[src/dcache_tag_pkg.sv]
// ~~~~~~~~~~~~~~~~~~~~~~~~~~~~~~
// data cache tag geometry, address field helpers
// and the structs shared by all tag stages
// ~~~~~~~~~~~~~~~~~~~~~~~~~~~~~~
`default_nettype none

package dcache_tag_pkg;

    // ~~~~~~~~~~~~~~~~~~~~~~~~~~~~~~
    // geometry
    localparam int WAYS       = 4;
    localparam int LINES      = 64;
    localparam int LINE_W     = 6;
    localparam int SUB_LINE_W = 2;
    // whatever is left above the byte, word and set bits is tag
    localparam int TAG_W      = 32 - 2 - SUB_LINE_W - LINE_W;

    // ~~~~~~~~~~~~~~~~~~~~~~~~~~~~~~
    // address fields
    function automatic logic [TAG_W-1:0] get_tag(input logic [31:0] addr);
        return addr[2+SUB_LINE_W+LINE_W +: TAG_W];
    endfunction

    function automatic logic [LINE_W-1:0] get_line(input logic [31:0] addr);
        return addr[2+SUB_LINE_W +: LINE_W];
    endfunction

    // ~~~~~~~~~~~~~~~~~~~~~~~~~~~~~~
    // shared types
    // one stored tag word, the valid bit sits on top
    typedef struct packed {
        logic             valid;
        logic [TAG_W-1:0] tag;
    } dtag_entry_t;

    typedef struct packed {
        logic [31:0] addr;
    } lookup_req_t;

    // refill target, way is one-hot
    typedef struct packed {
        logic [31:0]     addr;
        logic [WAYS-1:0] way;
    } fill_t;

    typedef struct packed {
        logic            hit;
        logic [WAYS-1:0] hit_way;
        logic [WAYS-1:0] victim_way;
    } lookup_resp_t;

    // decoded fields of the lookup sitting in stage 2
    typedef struct packed {
        logic [LINE_W-1:0] line;
        logic [TAG_W-1:0]  tag;
    } stage2_t;

endpackage

`default_nettype wire

[src/lookup_stage.sv]
// ~~~~~~~~~~~~~~~~~~~~~~~~~~~~~~
// lookup decode stage with the
// stage 2 address register
// ~~~~~~~~~~~~~~~~~~~~~~~~~~~~~~
`timescale 1ns/1ps
`default_nettype none

module lookup_stage
    import dcache_tag_pkg::*;
(
    input  wire logic              clk,
    input  wire logic              rst,
    // request side
    input  wire logic              req_valid,
    input  wire lookup_req_t       req,
    output logic                   req_ready,
    // response handshake seen from the outside
    input  wire logic              resp_ready,
    // bank read port A
    output logic                   rd_en,
    output logic [LINE_W-1:0]      rd_line,
    // stage 2 contents
    output stage2_t                s2,
    output logic                   s2_valid,
    output logic                   resp_taken
);

    logic    accept;
    stage2_t decoded;

    // ~~~~~~~~~~~~~~~~~~~~~~~~~~~~~~
    // handshakes
    // resp_valid is s2_valid, so the response leaves when stage 2 is full and
    // the outside is ready
    assign resp_taken = s2_valid & resp_ready;

    // stage 2 frees up on the same cycle its response goes out
    assign req_ready  = ~s2_valid | resp_taken;
    assign accept     = req_valid & req_ready;

    // ~~~~~~~~~~~~~~~~~~~~~~~~~~~~~~
    // address decode
    assign decoded.line = get_line(req.addr);
    assign decoded.tag  = get_tag(req.addr);

    // the banks read only on acceptance so their outputs hold under a stall
    assign rd_en   = accept;
    assign rd_line = decoded.line;

    // ~~~~~~~~~~~~~~~~~~~~~~~~~~~~~~
    // stage 2 register
    always_ff @(posedge clk) begin
        if (rst) begin
            s2_valid <= 1'b0;
        end else if (accept) begin
            s2_valid <= 1'b1;
        end else if (resp_taken) begin
            s2_valid <= 1'b0;
        end
    end

    // the tag is needed one cycle later for the hit compare
    always_ff @(posedge clk) begin
        if (accept) begin
            s2 <= decoded;
        end
    end

endmodule

`default_nettype wire

[config.mk]
export PLATFORM = sky130hd
export DESIGN_NAME = lookup_stage
export DESIGN_NICKNAME = d
export VERILOG_FILES = /design/src/dcache_tag_pkg.sv /design/src/lookup_stage.sv
export SDC_FILE = /design/constraint.sdc
export NUM_CORES = 1
export LEC_CHECK = 0
export BUFFER_PORTS_ARGS = -buffer_cell sky130_fd_sc_hd__buf_2
export CAP_MARGIN = 25
export CORE_MARGIN = 2
export CORE_UTILIZATION = 41
export DETAILED_ROUTE_END_ITERATION = 7
export PLACE_DENSITY = 0.83
export RECOVER_POWER = 100
export SLEW_MARGIN = 5
export SYNTH_ARGS = -nofsm -noshare
export SYNTH_HDL_FRONTEND = slang
export SYNTH_SLANG_ARGS = --single-unit
[constraint.sdc]
create_clock -name clk -period 2 [get_ports clk]
set_input_delay 0.1 -clock clk [delete_from_list [all_inputs] [get_ports clk]]
set_output_delay 0.1 -clock clk [all_outputs]
set_load 0.02 [all_outputs]
==> results.cfg, run 1 <==
[outcome]
run_status = finished clean

[place]
dpl_cell_area_um2 = 1284
pre_cts_ws_ns = 0.8557
gp_congestion = 0.6061
port_buffers = 69

[power_and_ir_drop]
switching_power_uw = 283.7
p_int_uw = 924.3
peakVddDrop_uv = 497.9
seq_power_share = 0.595
swShare = 0.2349
p_leak_uw = 0.0005976
p_per_area_nw_per_um2 = 772.4
power_frac_comb = 0.152
power.share.clock = 0.253

[synthesis]
yosysWarnings = 0
ys_types = 8
ys_ff_latch = 29
synth_top_area_cell = edfxtp_1
synth_top_area_share = 0.8865
syn_area_per_cell_um2 = 23.71
seq_area_frac_synth = 0.9077
syn-num-nets = 76
netlist_area_um2 = 948.4
yosys-top-cells-area = edfxtp_1 (89%), buf_4 (4.7%), dfxtp_1 (2.1%)
synthCells = 40

[route]
wirelength_um = 2343
drt_iter0_markers = 17
via_count = 728
viasPerCell = 4.333
drc_errors = 0
wl_per_cell_um = 13.95
ant_nets = 0
drtPass1Iterations = 4

[finish]
area_growth_pct = 64.91
final_area_um2 = 1564
drive_above_1_share = 0.2500
num-nets-final = 175
n_antenna_cell = 0

[sta]
hold_violations = 0
worst_slack_ns = 0.4989
maxSlewViolCount = 0
grt_setup_unrepaired = false
max_freq_mhz = 666.2
setup_viol = 0
relSlewSlack = 0.7631
min_period_over_period = 0.7506
fin_skew_ns = 0.002715
finalSetupTns_ns = 0
layout_min_cycle_time_ns = 1.501
tightest_slew_ns = 0.3553
holdWs_ns = 0.03850

[clock_tree]
cts_root_buffer = clkbuf_4
htree_levels = 2
clk_latency_ns = 0.30
cts_buffers = 5
clk_pin_slew_ns = 0.08
cts-resized-gates = 0
cts_buffer_depth = 2
clock_sinks = 29
cts_tree = done

[setup_path]
worstSetupPathType = register to output pin
reg2regPathDepth = 2
cp_data_required_time_ns = 1.90
startpoint_type = register
r2r-start = s2_valid
arrival_ns = 1.40
crit_fanout = 29
timing.rr.end = s2[23]
reg2reg_setup_slack_ns = 0.85
cp-end-kind = output pin

[floorplanning]
coreArea_um2 = 2191
io-pin-count = 74
start_util = 0.4329
die_area_um2 = 2714
die_h_um = 52.10
num_rows = 17
die_x_um = 52.10

[grt]
gr-usage-all-layers = 0.1818
grt_pass1_wl_um = 3201
grt_remaining_overflow = 0
grt_max_degree = 30
antenna_found_initial = 0
grt_pass1_vias = 661

[worst_hold_path]
hp-class = input port to register
hold_path_startpoint = req_valid
whs_path_depth = 3
whs_endpoint = s2_valid

[run]
maxCapViolCount = 0
cell families (layout without fill, tap and decap cells):
kind of cell | Yosys count | in the layout | synth area share
DFF | 29 | 29 | 0.9077
AOI/OAI and AO/OA | 1 | 1 | 0.009237
buffers and inverters | 7 | 107 | 0.05144
and+or+nand+nor | 3 | 3 | 0.03166
critical path, cell delays in order, from the launching register on:
cell and delay [ns]:
dfxtp_1 0.33, nand2b_2 0.10, and2_4 0.38, clkbuf_1 0.28
cell usage after synthesis:
master    number
and2_4         1
dfxtp_1        1
buf_4          6
nand2b_4       1
a21oi_2        1
and2_2         1
inv_1          1
edfxtp_1      28
how the worst max path moves through the flow:
stage               startpoint  endpoint  slack (ns)  depth (start not counted)
floorplan             s2_valid     s2[0]        0.76                          2
finish                s2_valid     rd_en        0.50                          3
global route          s2_valid     rd_en        0.41                          3
detailed placement    s2_valid     s2[1]        0.86                          2
CTS                   s2_valid     rd_en        0.52                          3
global placement      s2_valid    s2[13]        0.89                          2
per-layer routing:
metal,vias up,GRT usage,share of wire
met1,328,0.1518,0.32
li1,342,-,-
met4,0,0.09211,0.0081
met3,2,0.08621,0.15
met5,-,0,0
met2,56,0.3439,0.53
metrics by stage:
stage               power (uW)  cells  utilization
finish                    1208    168       0.7139
global route              1260    168       0.7139
CTS                       1232    168       0.7407
detailed placement       881.2    131       0.5860
global placement         875.2    131       0.5860
floorplan                815.5     40            -
cells in the final DEF (no fill, tap or decap):
cell and n:
and2_4 1, clkbuf_2 1, clkbuf_1 46, buf_2 25, dfxtp_1 1, inv_1 1
dlygate4sd3_1 29, edfxtp_1 28, clkbuf_4 5, and2_2 1, nand2b_2 1, a21oi_2 1
power by group through the flow:
stage	Clock [uW]	Combinational [uW]	Sequential [uW]
floorplan	0	38.7	777
global placement	0	147	729
detailed placement	0	151	730
CTS	320	195	716
global route	343	196	721
finish	306	184	718
what timing repair did:
item | CTS | global route
hold buffers | 29 | 0
setup buffers | 0 | 0
endpoints found under the hold margin | 29 | 0
state kept, by name (all words and copies together), names as in the netlist:
| signal | cells |
|---|---|
| s2_valid | 1 |
| s2 | 28 |
area by class of cell:
type | count | area, um^2
clock buffer | 8 | 48.80
fill | 150 | 626.9
inverter | 1 | 3.754
multi-input combinational | 4 | 33.78
sequential | 29 | 860.8
tap | 28 | 35.03
timing repair buffer | 98 | 581.8
Power figures use the tool's default switching activity.
==> run 2, diff against run 1 <==
ABC_AREA = 1   (was default)
CORE_UTILIZATION = 34   (was 41)
PLACE_DENSITY = 0.74   (was 0.83)
clock period = 1.3 ns   (was 2 ns; I/O delays follow)
==> results.cfg, run 2 <==
[grt]
grt_remaining_overflow = 0
grt_pass1_vias = 764
gr-usage-all-layers = 0.1610
grt_pass1_wl_um = 3581
grt_max_degree = 29
antenna_found_initial = 0

[place]
gp_congestion = 0.6885
dp_hpwl_um = 1351
port_buffers = 69

[sta]
maxSlewViolCount = 0
holdWs_ns = 0.07279
setup_viol = 0
grt_setup_unrepaired = false
min_period_over_period = 0.8654
tightest_slew_ns = 0.2908
fin_skew_ns = 0.005813
layout_min_cycle_time_ns = 1.125
relSlewSlack = 0.8070
hold_violations = 0
max_freq_mhz = 888.9

[clock_tree]
cts_buffers = 5
cts_root_buffer = clkbuf_4
htree_levels = 2
cts_buffer_depth = 2
cts_hold_buf = 29
cts-resized-gates = 0
post_cts_buffers = 0
clock_sinks = 29
clk_latency_ns = 0.32
clk_pin_slew_ns = 0.08
cts_tree = done

[synthesis]
synth_xor_area_frac = 0
netlist_area_um2 = 940.9
synth_top_family_by_area = buffers and inverters
ys.flop_type = edfxtp_1
synth-edff-count = 28
synth_simple_gate_area_frac = 0.01064
yosysWarnings = 0
seq_area_frac_synth = 0.9149
muxShareOfSynthArea = 0
syn_area_per_cell_um2 = 22.40
synth_top_area_share = 0.8936
syn-num-nets = 78
ys_ff_latch = 29
netlist_top_cells_count = edfxtp_1 (28), buf_4 (6), inv_1 (3)
synth_compound_area_frac = 0.01463
synthCells = 42
yosys-top-cells-area = edfxtp_1 (89%), buf_4 (4.8%), dfxtp_1 (2.1%)
yosys.area_share.adder = 0
post-synth-top-count-cell = edfxtp_1
ys_types = 8
synth_top_area_cell = edfxtp_1
async_flop_share = 0

[floorplanning]
die_area_um2 = 3204
die_x_um = 56.61
io-pin-count = 74
start_util = 0.3503
num_rows = 19
die_h_um = 56.61
coreArea_um2 = 2686

[run]
maxCapViolCount = 0

[route]
ant_nets = 0
wirelength_um = 2258
wl_per_cell_um = 12.98
via_count = 740
drt_iter0_markers = 22
viasPerCell = 4.253
drc_errors = 0
drtPass1Iterations = 3

[setup_path]
cp-end-kind = output pin
worstSetupPathType = register to output pin
cp_data_required_time_ns = 1.24
startpoint_type = register
crit_fanout = 4
arrival_ns = 1.06

[worst_hold_path]
hp-class = input port to register

[finish]
top_register = s2
num-nets-final = 178
layout_common_cells = clkbuf_1 (40), dlygate4sd3_1 (29), edfxtp_1 (28)
final_common_cell = clkbuf_1
seqCellArea_um2 = 860.8
reg_top3 = s2 (28), s2_valid (1)
drive_above_1_share = 0.2727
largest_register_ffs = 28
area_growth_pct = 70.21
n_antenna_cell = 0
num-fill-cells = 220
fin_util = 0.5962
multi_input_area_um2 = 35.03

[outcome]
run_status = finished clean

[power_and_ir_drop]
total_power_uw = 1884
p_per_area_nw_per_um2 = 1176
p_leak_uw = 0.0006298
peakVddDrop_uv = 1056
run 2: cell count changes in the layout (fill, tap and decap cells not counted), moves of 2 or more:
| cell | before | now |
|---|---|---|
| inv_1 | 1 | 3 |
| clkbuf_2 | 1 | 3 |
| clkbuf_1 | 46 | 40 |
| clkinv_1 | 0 | 2 |
run 2: report_power, final:
group,total (uW),internal (uW),switching [uW]
Sequential,1110,1090,17.3
Clock,488,195,293
Combinational,290,126,165
run 2: logic make-up (layout without fill, tap and decap cells):
| logic type | after synthesis | after routing |
|---|---|---|
| flip-flops | 29 | 29 |
| AO/OA/AOI/OAI | 2 | 2 |
| buffers and inverters | 9 | 110 |
| AND/OR/NAND/NOR | 2 | 2 |
run 2: final cells by class:
type                            count  share of cell area
Sequential cell                    29              0.5375
Timing Repair Buffer               99              0.3781
Tap cell                           31             0.02422
Clock buffer                        5             0.02344
Multi-Input combinational cell      4             0.02187
Clock inverter                      3            0.007812
Inverter                            3            0.007031
run 2: worst max-delay path, cell delays in order (launching register included):
cell and delay, ns:
dfxtp_1 0.36, a21oi_4 0.18, clkbuf_2 0.20
run 2: path summary, 6_finish.rpt:
check / depth (start not counted) / to / slack (ns) / startpoint
worst max register to register: 2 / s2[17] / 0.25 / s2_valid
worst max-delay path: 2 / rd_en / 0.17 / s2_valid
worst min-delay path: 3 / s2_valid / 0.07 / req_valid
worst min register to register: 2 / s2_valid / 0.55 / s2_valid
run 2: metal layers:
metal,part of all wire,vias to the layer above,GRT usage
met5,0,-,0
met4,0.020,0,0.08163
met3,0.12,5,0.08986
met2,0.48,55,0.2575
met1,0.38,332,0.1690
li1,-,348,-
run 2: metrics by stage:
| step | worst slack, ns | cell area (um^2) | instances | TNS, ns |
|---|---|---|---|---|
| after floorplan | -0.08604 | 955.9 | 42 | -2.409 |
| after global placement | 0.3026 | 1315 | 137 | 0 |
| after detailed placement | 0.2783 | 1315 | 137 | 0 |
| after CTS | 0.1873 | 1655 | 174 | 0 |
| after global routing | 0.1025 | 1602 | 174 | 0 |
| final | 0.1750 | 1602 | 174 | 0 |
