### src/dcache_tag_pkg.sv
// ~~~~~~~~~~~~~~~~~~~~~~~~~~~~~~
// data cache tag geometry, address field helpers
// and the structs shared by all tag stages
// ~~~~~~~~~~~~~~~~~~~~~~~~~~~~~~
`default_nettype none

package dcache_tag_pkg;

    // ~~~~~~~~~~~~~~~~~~~~~~~~~~~~~~
    // geometry
    localparam int WAYS       = 4;
    localparam int LINES      = 64;
    localparam int LINE_W     = 6;
    localparam int SUB_LINE_W = 2;
    // whatever is left above the byte, word and set bits is tag
    localparam int TAG_W      = 32 - 2 - SUB_LINE_W - LINE_W;

    // ~~~~~~~~~~~~~~~~~~~~~~~~~~~~~~
    // address fields
    function automatic logic [TAG_W-1:0] get_tag(input logic [31:0] addr);
        return addr[2+SUB_LINE_W+LINE_W +: TAG_W];
    endfunction

    function automatic logic [LINE_W-1:0] get_line(input logic [31:0] addr);
        return addr[2+SUB_LINE_W +: LINE_W];
    endfunction

    // ~~~~~~~~~~~~~~~~~~~~~~~~~~~~~~
    // shared types
    // one stored tag word, the valid bit sits on top
    typedef struct packed {
        logic             valid;
        logic [TAG_W-1:0] tag;
    } dtag_entry_t;

    typedef struct packed {
        logic [31:0] addr;
    } lookup_req_t;

    // refill target, way is one-hot
    typedef struct packed {
        logic [31:0]     addr;
        logic [WAYS-1:0] way;
    } fill_t;

    typedef struct packed {
        logic            hit;
        logic [WAYS-1:0] hit_way;
        logic [WAYS-1:0] victim_way;
    } lookup_resp_t;

    // decoded fields of the lookup sitting in stage 2
    typedef struct packed {
        logic [LINE_W-1:0] line;
        logic [TAG_W-1:0]  tag;
    } stage2_t;

endpackage

`default_nettype wire

### src/hit_result.sv
// ~~~~~~~~~~~~~~~~~~~~~~~~~~~~~~
// response stage with hit summary and
// round-robin victim choice
// ~~~~~~~~~~~~~~~~~~~~~~~~~~~~~~
`timescale 1ns/1ps
`default_nettype none

module hit_result
    import dcache_tag_pkg::*;
(
    input  wire logic            clk,
    input  wire logic            rst,
    // stage 2 status from the decode stage
    input  wire logic            s2_valid,
    input  wire logic            resp_taken,
    // per-way match from the banks
    input  wire logic [WAYS-1:0] hit_way,
    // response port
    output logic                 resp_valid,
    output lookup_resp_t         resp
);

    logic            hit;
    logic [WAYS-1:0] victim;

    // ~~~~~~~~~~~~~~~~~~~~~~~~~~~~~~
    // hit summary
    // at most one way can match a given tag, so the OR is enough
    assign hit = |hit_way;

    // ~~~~~~~~~~~~~~~~~~~~~~~~~~~~~~
    // victim pointer
    // one-hot, starts at way 0 and steps only when a miss response leaves
    // hits leave it where it is
    always_ff @(posedge clk) begin
        if (rst) begin
            victim <= WAYS'(1);
        end else if (resp_taken && !hit) begin
            victim <= {victim[WAYS-2:0], victim[WAYS-1]};
        end
    end

    // ~~~~~~~~~~~~~~~~~~~~~~~~~~~~~~
    // response
    // everything here is derived from held state, so it stays stable
    // while the outside stalls
    assign resp_valid      = s2_valid;
    assign resp.hit        = hit;
    assign resp.hit_way    = hit_way;
    // a hit reports the victim too but the refill logic only cares on a miss
    assign resp.victim_way = victim;

endmodule

`default_nettype wire

### config.mk
export PLATFORM = sky130hd
export DESIGN_NAME = hit_result
export DESIGN_NICKNAME = d
export VERILOG_FILES = /design/src/dcache_tag_pkg.sv /design/src/hit_result.sv
export SDC_FILE = /design/constraint.sdc
export NUM_CORES = 1
export LEC_CHECK = 0
export BUFFER_PORTS_ARGS = -buffer_cell sky130_fd_sc_hd__buf_4
export CORE_AREA = 2 2 39 41
export CTS_CLUSTER_SIZE = 28
export DETAILED_ROUTE_END_ITERATION = 10
export DIE_AREA = 0 0 41 43
export PLACE_DENSITY = 0.47
export RECOVER_POWER = 25
export SYNTH_ARGS = -nofsm -noshare
export SYNTH_HDL_FRONTEND = slang
export SYNTH_SLANG_ARGS = --single-unit
### constraint.sdc
create_clock -name clk -period 1.2 [get_ports clk]
set_clock_uncertainty 0.2 [all_clocks]
set_input_delay 0.24 -clock clk [delete_from_list [all_inputs] [get_ports clk]]
set_output_delay 0.24 -clock clk [all_outputs]
set_load 0.05 [all_outputs]
==> metrics.txt, run 1 <==
# TYPE chip_impl_metric gauge
chip_impl_metric{name="fraction_of_layout_instances_using_a_drive_strength_above_1",unit="%"} 71.43
chip_impl_metric{name="initial_core_util",unit="%"} 16.46
chip_impl_metric{name="length_of_routed_wiring_on_met1",unit="um"} 190
chip_impl_metric{name="avgRoutedWirePerCell",unit="um"} 10.49
chip_impl_info{name="clock_tree_from_tritoncts",value="done"} 1
chip_impl_metric{name="tritoncts.num_buffers",unit=""} 3
chip_impl_metric{name="dp_hpwl",unit="um"} 420.6
chip_impl_metric{name="cts.clk_slew.worst_paths",unit="ps"} 40
chip_impl_metric{name="path_depth",unit=""} 4
chip_impl_metric{name="power.share.sequential",unit="%"} 35.4
chip_impl_metric{name="wl",unit="um"} 535
chip_impl_metric{name="timing.critical_path.buf_inv",unit=""} 3
chip_impl_metric{name="via_count",unit=""} 197
chip_impl_metric{name="grt_max_degree",unit=""} 6
chip_impl_metric{name="die_w",unit="um"} 41
chip_impl_info{name="highest-signal-layer",value="met3"} 1
chip_impl_metric{name="maximum_clock_path_buffer_count",unit=""} 2
chip_impl_metric{name="setup_viol_count_final",unit=""} 1
chip_impl_metric{name="final.setup.worst_slack",unit="ps"} -93.04
chip_impl_metric{name="drt_pre_antenna_iters",unit=""} 2
chip_impl_metric{name="period_utilisation_layout",unit="%"} 107.8
chip_impl_metric{name="worst-slew-pin-transition",unit="ps"} 215.2
chip_impl_metric{name="hold_vio_cnt_final",unit=""} 0
chip_impl_metric{name="cap_viol_max_count",unit=""} 0
chip_impl_metric{name="synth_nets",unit=""} 30
chip_impl_metric{name="timing.hold.ws",unit="ps"} 28.61
chip_impl_info{name="synth_top_area_cell",value="sky130_fd_sc_hd__dfxtp_1"} 1
chip_impl_info{name="cp_common_cell",value="sky130_fd_sc_hd__buf_6"} 1
chip_impl_metric{name="critical-path-max-stage-delay",unit="ps"} 270
chip_impl_metric{name="worstPathArrival",unit="ps"} 850
chip_impl_metric{name="cts_hold_buf",unit=""} 0
chip_impl_metric{name="timing.critical_path.fanout_max",unit=""} 2
chip_impl_metric{name="vias_per_cell",unit=""} 3.863
chip_impl_metric{name="synth_cell_types",unit=""} 11
chip_impl_metric{name="clock_power_share",unit="%"} 42.3
chip_impl_metric{name="synth_top_area_share",unit="%"} 35.16
chip_impl_metric{name="overflow",unit=""} 0
chip_impl_metric{name="dieArea",unit="mm^2"} 0.001763
chip_impl_metric{name="mappedNetlistArea",unit="um^2"} 227.7
chip_impl_info{name="cts_root_buffer",value="sky130_fd_sc_hd__clkbuf_4"} 1
chip_impl_info{name="setup.worst_path.end_class",value="output port"} 1
chip_impl_metric{name="holdPathStages",unit=""} 2
chip_impl_info{name="worstPathCellList",value="buf_6 > nor4_4 > inv_1 > buf_6"} 1
chip_impl_metric{name="synth.avg_cell_area",unit="um^2"} 10.35
chip_impl_metric{name="worstRegToRegCells",unit=""} 2
chip_impl_metric{name="ys_seq_area_share",unit="%"} 35.16
chip_impl_info{name="worst_path_dominant_cell_family",value="buffers and inverters"} 1
chip_impl_info{name="yosys-top-cells-area",value="sky130_fd_sc_hd__dfxtp_1 (35%), sky130_fd_sc_hd__buf_4 (20%), sky130_fd_sc_hd__nor4_4 (9.3%)"} 1
chip_impl_metric{name="power_switching",unit="W"} 0.0001033
chip_impl_info{name="critical_path.startpoint_type",value="input port"} 1
chip_impl_metric{name="grt_antenna_before_repair",unit=""} 0
chip_impl_metric{name="nets",unit=""} 45
chip_impl_metric{name="ys_warn_count",unit=""} 0
chip_impl_info{name="run_status",value="finished, violations left"} 1
chip_impl_metric{name="final_critical_path_required_period",unit="ps"} 1293
chip_impl_metric{name="worst-endpoint-required",unit="ps"} 760
chip_impl_metric{name="drtAntennaViolNets",unit=""} 0
chip_impl_metric{name="power_frac_comb",unit="%"} 22.4
chip_impl_metric{name="grt_pass1_vias",unit=""} 211
chip_impl_info{name="crit_path_top_delay_cell",value="sky130_fd_sc_hd__nor4_4"} 1
chip_impl_metric{name="met3_wl",unit="um"} 89
chip_impl_metric{name="fmax",unit="GHz"} 0.7734
chip_impl_metric{name="setup-tns-final",unit="ps"} -93.04
chip_impl_metric{name="switching_share",unit="%"} 26.71
chip_impl_metric{name="powerDensity",unit="mW/mm^2"} 1017
chip_impl_metric{name="insertedDiodeCount",unit=""} 0
chip_impl_metric{name="drt_first_iter_violations",unit=""} 3
chip_impl_metric{name="fin_cells",unit=""} 51
chip_impl_metric{name="area_delta_synth_final",unit="%"} 67.03
chip_impl_metric{name="floorplan.die.height",unit="um"} 43
chip_impl_metric{name="globalRouteTotalUtil",unit="%"} 6.727
chip_impl_info{name="reg_top3",value="victim: 4 flops"} 1
chip_impl_metric{name="internal-power",unit="W"} 0.0002834
chip_impl_metric{name="std_cell_rows",unit=""} 14
chip_impl_info{name="holdCritPathClass",value="in2reg"} 1
chip_impl_metric{name="finish.instance_area",unit="um^2"} 380.4
chip_impl_metric{name="placed_area",unit="um^2"} 316.6
chip_impl_metric{name="remaining_drc_errors",unit=""} 0
chip_impl_metric{name="clock_insertion_delay_worst_skew",unit="ps"} 230
chip_impl_info{name="failed_checks",value="setup timing"} 1
chip_impl_metric{name="io_buffer_count",unit=""} 15
chip_impl_metric{name="p_leak",unit="nW"} 0.1581
chip_impl_metric{name="timing.final.max_slew_violations",unit=""} 0
chip_impl_metric{name="cts-htree-levels",unit=""} 1
chip_impl_info{name="criticalPathCategory",value="in2out"} 1
chip_impl_metric{name="first_pass_grt_wire_length",unit="um"} 772
chip_impl_info{name="registers.top_by_ff_count",value="victim"} 1
chip_impl_metric{name="post_synth_inst_count",unit=""} 22
chip_impl_metric{name="dp_cells",unit=""} 47
chip_impl_metric{name="power.ir.vdd_worst",unit="mV"} 0.3694
chip_impl_metric{name="placement.setup.worst_slack",unit="ps"} -221.0
chip_impl_metric{name="route.met2.wl",unit="um"} 254
chip_impl_info{name="setup_repair_after_global_routing_missed_its_margin",value="yes"} 1
chip_impl_info{name="most-common-layout-cells",value="sky130_fd_sc_hd__buf_6 (8), sky130_fd_sc_hd__buf_4 (8), sky130_fd_sc_hd__dfxtp_2 (4)"} 1
chip_impl_metric{name="floorplan.core_area",unit="mm^2"} 0.001384
chip_impl_metric{name="synth-seq-cells",unit=""} 4
chip_impl_metric{name="clock_sink_count",unit=""} 4
chip_impl_metric{name="weighted_congestion_reported_at_the_end_of_routability_driven_placement",unit=""} 0.5647
chip_impl_metric{name="slew-limit-headroom",unit="%"} 85.54
chip_impl_metric{name="largest_register_ff_count",unit=""} 4
chip_impl_metric{name="top_level_ports",unit=""} 18
power groups by stage:
| stage | Combinational [W] | Sequential (W) | Clock [W] |
|---|---|---|---|
| after floorplan | 0.0000584 | 0.000144 | 0 |
| after global placement | 0.0000801 | 0.000138 | 0 |
| after detailed placement | 0.0000811 | 0.000138 | 0 |
| after CTS | 0.0000865 | 0.000137 | 0.000174 |
| after global routing | 0.0000912 | 0.000137 | 0.000179 |
| final | 0.0000864 | 0.000137 | 0.000164 |
cells in the mapped netlist (all sizes together):
cell type and instances:
mux2i 2, nand4b 1, nor4 1, buf 6, o21ai 1, inv 1, and2 1, a211o 1
nand2b 3, a21boi 1, dfxtp 4
final timing paths:
kind | from | to | slack [ps]
max | hit_way[1] | resp[8] | -90
min | rst | victim[0] | 30
max reg2reg | victim[0] | victim[0] | 230
min reg2reg | victim[3] | victim[3] | 290
per-layer routing:
metal | track usage, % | vias up
met5 | 0 | -
met4 | 6.000 | 0
met3 | 2.618 | 0
met2 | 10.31 | 16
met1 | 6.431 | 85
li1 | - | 96
cell type report:
| cell class | count | area (um^2) |
|---|---|---|
| Multi-Input combinational cell | 11 | 98.84 |
| Clock buffer | 3 | 22.52 |
| Fill cell | 160 | 1003 |
| Sequential cell | 4 | 85.08 |
| Tap cell | 16 | 20.02 |
| Timing Repair Buffer | 16 | 150.1 |
| Inverter | 1 | 3.754 |
per-stage QoR:
| stage | utilization, % | total power [W] |
|---|---|---|
| floorplan | - | 0.0002020 |
| global placement | 22.88 | 0.0002183 |
| detailed placement | 22.88 | 0.0002196 |
| CTS | 27.12 | 0.0003976 |
| global route | 27.49 | 0.0004071 |
| finish | 27.49 | 0.0003867 |
worst reg2reg max path, cell delays in order (launching register included):
cell and delay [ps]:
sky130_fd_sc_hd__dfxtp_2 320, sky130_fd_sc_hd__a21boi_1 120, sky130_fd_sc_hd__a211o_1 220
cells by family after synthesis:
logic type / count (synthesis) / share of synthesized area (%)
DFF: 4 / 35.17
AOI/OAI and AO/OA: 3 / 9.340
and+or+nand+nor: 6 / 25.28
muxes: 2 / 8.792
buffers and inverters: 7 / 21.43
timing repair:
action,CTS,global route
endpoints found under the setup margin,5,5
resized for setup,9,2
pin swaps,1,3
setup buffers,1,0
No activity file was read; power rests on OpenSTA's default activity.
==> run 2, diff against run 1 <==
--- a/config.mk
+++ b/config.mk
@@ -10,7 +10,7 @@
 export CTS_CLUSTER_SIZE = 28
 export DETAILED_ROUTE_END_ITERATION = 10
 export DIE_AREA = 0 0 41 43
-export PLACE_DENSITY = 0.47
+export PLACE_DENSITY = 0.45
 export RECOVER_POWER = 25
 export SYNTH_ARGS = -nofsm -noshare
 export SYNTH_HDL_FRONTEND = slang
==> constraint.sdc (replaced) <==
create_clock -name clk -period 1.7 [get_ports clk]
set_clock_uncertainty 0.2 [all_clocks]
set_input_delay 0.34 -clock clk [delete_from_list [all_inputs] [get_ports clk]]
set_output_delay 0.34 -clock clk [all_outputs]
set_load 0.05 [all_outputs]
==> run 2 against run 1 <==
Effect of this change: the flow now finishes without violations; design area is 13% lower; sequential share of layout area rose by 1.9 points; hold slack gained 86 ps; worst setup slack improved by 200 ps; core utilization down 3.6 points; via count down 2.5%; register-to-register slack improved by 460 ps; critical endpoint unchanged; largest cell class unchanged; largest power group unchanged.
==> metrics.txt, run 2 (synthesis gave the netlist of run 1 again) <==
# TYPE chip_impl_metric gauge
chip_impl_info{name="run_status",value="complete, no violations"} 1
chip_impl_metric{name="p_leak",unit="nW"} 0.1342
chip_impl_metric{name="worstPathArrival",unit="ps"} 1050
chip_impl_metric{name="remaining_drc_errors",unit=""} 0
chip_impl_info{name="most_common_cell_after_layout_fill_and_taps_aside",value="sky130_fd_sc_hd__buf_4"} 1
chip_impl_metric{name="timing.final.max_slew_violations",unit=""} 0
chip_impl_metric{name="grt_max_degree",unit=""} 6
chip_impl_metric{name="floorplan.die.height",unit="um"} 43
chip_impl_metric{name="clock_sink_count",unit=""} 4
chip_impl_info{name="holdCritPathClass",value="in2reg"} 1
chip_impl_info{name="reg_top3",value="victim: 4 flops"} 1
chip_impl_metric{name="power.share.sequential",unit="%"} 35.5
chip_impl_metric{name="io_buffer_count",unit=""} 15
chip_impl_metric{name="timing.critical_path.buf_inv",unit=""} 3
chip_impl_info{name="worstPathCellList",value="buf_4 > nor4_4 > inv_1 > buf_4"} 1
chip_impl_metric{name="setup-tns-final",unit="ps"} 0
chip_impl_metric{name="postCtsResizedCells",unit=""} 0
chip_impl_metric{name="met3_wl",unit="um"} 86
chip_impl_metric{name="route.met2.wl",unit="um"} 192
chip_impl_metric{name="critical-path-max-stage-delay",unit="ps"} 330
chip_impl_metric{name="cts_post_setup_buffers_inserted",unit=""} 0
chip_impl_info{name="critical_path.startpoint_type",value="input port"} 1
chip_impl_metric{name="nets",unit=""} 44
chip_impl_info{name="worst_path_dominant_cell_family",value="buffers and inverters"} 1
chip_impl_metric{name="filler_cell_count",unit=""} 149
chip_impl_info{name="highest-signal-layer",value="met4"} 1
chip_impl_metric{name="overflow",unit=""} 0
chip_impl_metric{name="power.ir.vdd_worst",unit="mV"} 0.2626
chip_impl_metric{name="weighted_congestion_reported_at_the_end_of_routability_driven_placement",unit=""} 0.6028
chip_impl_metric{name="timing.critical_path.fanout_max",unit=""} 4
chip_impl_metric{name="worst-endpoint-required",unit="ps"} 1160
chip_impl_metric{name="powerDensity",unit="mW/mm^2"} 817.7
chip_impl_metric{name="initial_core_util",unit="%"} 16.46
chip_impl_metric{name="largest_register_ff_count",unit=""} 4
chip_impl_metric{name="top_level_ports",unit=""} 18
chip_impl_metric{name="std_cell_rows",unit=""} 14
chip_impl_metric{name="cts_hold_buf",unit=""} 0
chip_impl_metric{name="maximum_clock_path_buffer_count",unit=""} 2
chip_impl_metric{name="via_count",unit=""} 192
chip_impl_metric{name="avgRoutedWirePerCell",unit="um"} 9.680
chip_impl_info{name="most-common-layout-cells",value="sky130_fd_sc_hd__buf_4 (13), sky130_fd_sc_hd__dfxtp_1 (4), sky130_fd_sc_hd__nand2b_1 (3), sky130_fd_sc_hd__clkbuf_4 (3)"} 1
chip_impl_metric{name="setup_viol_count_final",unit=""} 0
chip_impl_metric{name="wl",unit="um"} 484
chip_impl_metric{name="power_switching",unit="W"} 0.00007617
chip_impl_metric{name="area_delta_synth_final",unit="%"} 45.06
chip_impl_metric{name="insertedDiodeCount",unit=""} 0
chip_impl_metric{name="clock_insertion_delay_worst_skew",unit="ps"} 230
chip_impl_metric{name="floorplan.core_area",unit="mm^2"} 0.001384
chip_impl_info{name="setup_repair_after_global_routing_missed_its_margin",value="no"} 1
chip_impl_metric{name="dieArea",unit="mm^2"} 0.001763
chip_impl_metric{name="die_w",unit="um"} 41
chip_impl_metric{name="vias_per_cell",unit=""} 3.840
chip_impl_metric{name="length_of_routed_wiring_on_met1",unit="um"} 189
chip_impl_metric{name="drt_first_iter_violations",unit=""} 1
chip_impl_info{name="cp_common_cell",value="sky130_fd_sc_hd__buf_4"} 1
chip_impl_info{name="crit_path_top_delay_cell",value="sky130_fd_sc_hd__nor4_4"} 1
chip_impl_metric{name="grt_pass1_vias",unit=""} 152
chip_impl_info{name="clock_tree_from_tritoncts",value="done"} 1
chip_impl_info{name="setup.worst_path.end_class",value="output port"} 1
chip_impl_metric{name="cts.clk_slew.worst_paths",unit="ps"} 40
chip_impl_metric{name="fmax",unit="GHz"} 0.6289
chip_impl_metric{name="first_pass_grt_wire_length",unit="um"} 655
chip_impl_metric{name="cap_viol_max_count",unit=""} 0
chip_impl_metric{name="period_utilisation_layout",unit="%"} 93.53
chip_impl_metric{name="globalRouteTotalUtil",unit="%"} 6.124
chip_impl_metric{name="tritoncts.num_buffers",unit=""} 3
chip_impl_metric{name="placed_area",unit="um^2"} 315.3
chip_impl_metric{name="hold_vio_cnt_final",unit=""} 0
chip_impl_metric{name="switching_share",unit="%"} 28.20
chip_impl_metric{name="drtAntennaViolNets",unit=""} 0
chip_impl_metric{name="power_frac_comb",unit="%"} 20.1
chip_impl_metric{name="slew-limit-headroom",unit="%"} 60.34
chip_impl_info{name="cts_root_buffer",value="sky130_fd_sc_hd__clkbuf_4"} 1
chip_impl_metric{name="grt_antenna_before_repair",unit=""} 0
chip_impl_metric{name="drt_pre_antenna_iters",unit=""} 2
chip_impl_metric{name="fraction_of_layout_instances_using_a_drive_strength_above_1",unit="%"} 52.94
chip_impl_info{name="registers.top_by_ff_count",value="victim"} 1
chip_impl_metric{name="worst-slew-pin-transition",unit="ps"} 597.4
chip_impl_metric{name="finish.instance_area",unit="um^2"} 330.3
chip_impl_metric{name="clock_power_share",unit="%"} 44.3
chip_impl_metric{name="internal-power",unit="W"} 0.0001939
chip_impl_metric{name="cts-htree-levels",unit=""} 1
chip_impl_metric{name="final_critical_path_required_period",unit="ps"} 1590
chip_impl_info{name="criticalPathCategory",value="in2out"} 1
==> run 2: final timing paths <==
path | from | to | slack (ps) | depth (start not counted)
setup / recovery | hit_way[1] | resp[8] | 110 | 4
hold / removal | rst | victim[0] | 110 | 2
setup reg to reg | victim[0] | victim[0] | 690 | 2
hold reg to reg | victim[3] | victim[0] | 300 | 1
==> run 2: routing by layer <==
layer,vias up,global-route usage [%]
met5,-,0
met4,0,8.000
met3,2,3.665
met2,16,7.500
met1,80,5.788
li1,94,-
==> run 2: layout make-up <==
class | instances | area (um^2) | area share, %
multi-input combinational | 11 | 98.84 | 29.92
timing repair buffer | 15 | 105.1 | 31.82
clock buffer | 3 | 22.52 | 6.818
inverter | 1 | 3.754 | 1.136
sequential | 4 | 80.08 | 24.24
tap | 16 | 20.02 | 6.061
==> run 2: through the flow <==
| stage | cells | total power (W) | setup WS, ps | hold WS (ps) | utilization (%) |
|---|---|---|---|---|---|
| after floorplan | 22 | 0.0001420 | 270.3 | 234.4 | - |
| after global placement | 47 | 0.0001540 | 100.0 | 288.3 | 22.78 |
| after detailed placement | 47 | 0.0001546 | 94.78 | 293.1 | 22.78 |
| after CTS | 50 | 0.0002767 | 96.71 | 113.9 | 24.41 |
| after global routing | 50 | 0.0002841 | 56.67 | 114.9 | 23.87 |
| final | 50 | 0.0002701 | 110.0 | 114.3 | 23.87 |
==> run 2: power by group through the flow <==
stage               sequential (W)  clock (W)  combinational, W
global placement         0.0000975          0         0.0000565
CTS                      0.0000960   0.000124         0.0000571
finish                   0.0000960   0.000120         0.0000544
global route             0.0000959   0.000131         0.0000576
floorplan                 0.000101          0         0.0000408
detailed placement       0.0000975          0         0.0000571
==> run 2: worst register-to-register path: cells and delay by family, from the launching register on <==
family / cells / cell delay [ps]
AOI/OAI and AO/OA: 2 / 380
DFF: 1 / 310
==> run 3, diff against run 2 <==
==> constraint.sdc (replaced) <==
create_clock -name clk -period 1.7 [get_ports clk]
set_clock_uncertainty 0.2 [all_clocks]
set_input_delay 0.34 -clock clk [delete_from_list [all_inputs] [get_ports clk]]
set_output_delay 0.34 -clock clk [all_outputs]
set_load 0.005 [all_outputs]
==> run 3 against run 2 <==
Effect of this change: core utilization grew 0.54 points; highest routed layer is now met3; clock power shrank 4%; power shrank 9.5%; via count grew 3.1%; largest cell class unchanged; clock-buffer cell count is the same.
==> metrics.txt, run 3 (synthesis gave the netlist of run 1 again) <==
# TYPE chip_impl_metric gauge
chip_impl_info{name="run_status",value="complete, no violations"} 1
chip_impl_info{name="setup.worst_path.end_class",value="output port"} 1
chip_impl_metric{name="cts.clk_slew.worst_paths",unit="ps"} 40
chip_impl_metric{name="slew-limit-headroom",unit="%"} 81.70
chip_impl_metric{name="drt_first_iter_violations",unit=""} 2
chip_impl_metric{name="timing.critical_path.buf_inv",unit=""} 3
chip_impl_metric{name="setup-tns-final",unit="ps"} 0
chip_impl_metric{name="cts_post_setup_buffers_inserted",unit=""} 0
chip_impl_metric{name="grt_antenna_before_repair",unit=""} 0
chip_impl_metric{name="p_leak",unit="nW"} 0.1411
chip_impl_metric{name="holdPathStages",unit=""} 2
chip_impl_metric{name="tritoncts.num_buffers",unit=""} 3
chip_impl_metric{name="cts-htree-levels",unit=""} 1
chip_impl_info{name="clock_tree_from_tritoncts",value="done"} 1
chip_impl_metric{name="weighted_congestion_reported_at_the_end_of_routability_driven_placement",unit=""} 0.6176
chip_impl_metric{name="nets",unit=""} 44
chip_impl_metric{name="worstRegToRegCells",unit=""} 2
chip_impl_metric{name="postCtsResizedCells",unit=""} 0
chip_impl_metric{name="die_w",unit="um"} 41
chip_impl_metric{name="finish.utilization",unit="%"} 24.41
chip_impl_metric{name="clock_insertion_delay_worst_skew",unit="ps"} 230
chip_impl_metric{name="worstPathArrival",unit="ps"} 990
chip_impl_metric{name="drtAntennaViolNets",unit=""} 0
chip_impl_metric{name="top_level_ports",unit=""} 18
chip_impl_metric{name="final_critical_path_required_period",unit="ps"} 1534
chip_impl_metric{name="powerDensity",unit="mW/mm^2"} 723.7
chip_impl_metric{name="dieArea",unit="mm^2"} 0.001763
chip_impl_metric{name="wl",unit="um"} 485
chip_impl_metric{name="clock_sink_count",unit=""} 4
chip_impl_metric{name="overflow",unit=""} 0
chip_impl_metric{name="worst-endpoint-required",unit="ps"} 1160
chip_impl_metric{name="power.ir.vdd_worst",unit="mV"} 0.2928
chip_impl_metric{name="io_buffer_count",unit=""} 15
chip_impl_metric{name="initial_core_util",unit="%"} 16.46
chip_impl_metric{name="setup_viol_count_final",unit=""} 0
chip_impl_info{name="cts_root_buffer",value="sky130_fd_sc_hd__clkbuf_4"} 1
chip_impl_info{name="setup_repair_after_global_routing_missed_its_margin",value="no"} 1
chip_impl_metric{name="cts_hold_buf",unit=""} 0
chip_impl_metric{name="period_utilisation_layout",unit="%"} 90.26
chip_impl_metric{name="insertedDiodeCount",unit=""} 0
chip_impl_info{name="reg_top3",value="victim: 4 flops"} 1
chip_impl_info{name="worstPathCellList",value="buf_4 > nor4_4 > inv_1 > buf_4"} 1
chip_impl_info{name="cp_common_cell",value="sky130_fd_sc_hd__buf_4"} 1
chip_impl_info{name="most_common_cell_after_layout_fill_and_taps_aside",value="sky130_fd_sc_hd__buf_4"} 1
chip_impl_info{name="crit_path_top_delay_cell",value="sky130_fd_sc_hd__nor4_4"} 1
chip_impl_metric{name="timing.critical_path.fanout_max",unit=""} 4
chip_impl_info{name="worst_path_dominant_cell_family",value="buffers and inverters"} 1
chip_impl_info{name="criticalPathCategory",value="in2out"} 1
chip_impl_metric{name="worst-slew-pin-transition",unit="ps"} 272.5
chip_impl_metric{name="fmax",unit="GHz"} 0.6517
chip_impl_metric{name="floorplan.core_area",unit="mm^2"} 0.001384
chip_impl_metric{name="remaining_drc_errors",unit=""} 0
chip_impl_metric{name="area_delta_synth_final",unit="%"} 48.35
chip_impl_info{name="critical_path.startpoint_type",value="input port"} 1
chip_impl_metric{name="timing.final.max_slew_violations",unit=""} 0
chip_impl_metric{name="cap_viol_max_count",unit=""} 0
chip_impl_metric{name="placement.setup.worst_slack",unit="ps"} 150.0
chip_impl_metric{name="largest_register_ff_count",unit=""} 4
chip_impl_metric{name="via_count",unit=""} 198
chip_impl_metric{name="hold_vio_cnt_final",unit=""} 0
chip_impl_metric{name="first_pass_grt_wire_length",unit="um"} 717
chip_impl_metric{name="std_cell_rows",unit=""} 14
chip_impl_metric{name="drt_pre_antenna_iters",unit=""} 4
chip_impl_metric{name="fraction_of_layout_instances_using_a_drive_strength_above_1",unit="%"} 58.82
chip_impl_metric{name="grt_pass1_vias",unit=""} 198
chip_impl_metric{name="critical-path-max-stage-delay",unit="ps"} 330
chip_impl_info{name="registers.top_by_ff_count",value="victim"} 1
chip_impl_metric{name="final.setup.worst_slack",unit="ps"} 165.6
chip_impl_metric{name="reg2reg_setup_slack",unit="ps"} 690
chip_impl_info{name="most-common-layout-cells",value="sky130_fd_sc_hd__buf_4 (13), sky130_fd_sc_hd__clkbuf_4 (5), sky130_fd_sc_hd__dfxtp_1 (4)"} 1
chip_impl_metric{name="grt_max_degree",unit=""} 6
chip_impl_metric{name="filler_cell_count",unit=""} 160
chip_impl_metric{name="maximum_clock_path_buffer_count",unit=""} 2
chip_impl_metric{name="path_depth",unit=""} 4
chip_impl_metric{name="floorplan.die.height",unit="um"} 43
chip_impl_info{name="holdCritPathClass",value="in2reg"} 1
chip_impl_metric{name="vias_per_cell",unit=""} 3.960
chip_impl_metric{name="globalRouteTotalUtil",unit="%"} 6.928
chip_impl_metric{name="avgRoutedWirePerCell",unit="um"} 9.700
==> run 3: layout make-up <==
type	instances	area [um^2]	area share, %
clock buffers	3	22.52	6.667
inverters	1	3.754	1.111
multi-input cells	11	98.84	29.26
flip-flops and latches	4	80.08	23.70
well taps	16	20.02	5.926
repair buffers	15	112.6	33.33
==> run 3: per-layer routing <==
metal / track usage, % / vias to the layer above / part of all wire [%]
li1: - / 94 / -
met1: 5.145 / 90 / 37
met2: 9.688 / 14 / 48
met3: 6.806 / 0 / 15
met4: 6.000 / 0 / 0
met5: 0 / - / 0
==> run 3: path summary, 6_finish.rpt <==
| kind | from | end |
|---|---|---|
| hold / removal | rst | victim[0] |
| setup reg to reg | victim[0] | victim[0] |
| hold reg to reg | victim[3] | victim[0] |
| setup / recovery | hit_way[1] | resp[8] |
==> run 3: power breakdown <==
group | switching (W) | internal [W]
sequential | 0.000000621 | 0.0000955
clock | 0.0000366 | 0.0000788
combinational | 0.0000123 | 0.0000206
==> run 3: per-stage QoR <==
| stage | hold WS [ps] | total power (W) | instances | instance area [um^2] |
|---|---|---|---|---|
| 6_report | 117.0 | 0.0002445 | 50 | 337.8 |
| 5_1_grt | 120.6 | 0.0002602 | 50 | 337.8 |
| 4_1_cts | 112.6 | 0.0002522 | 50 | 337.8 |
| 3_5_place_dp | 297.6 | 0.0001313 | 47 | 315.3 |
| 3_3_place_gp | 287.5 | 0.0001303 | 47 | 315.3 |
| 2_1_floorplan | 234.4 | 0.0001140 | 22 | 227.7 |
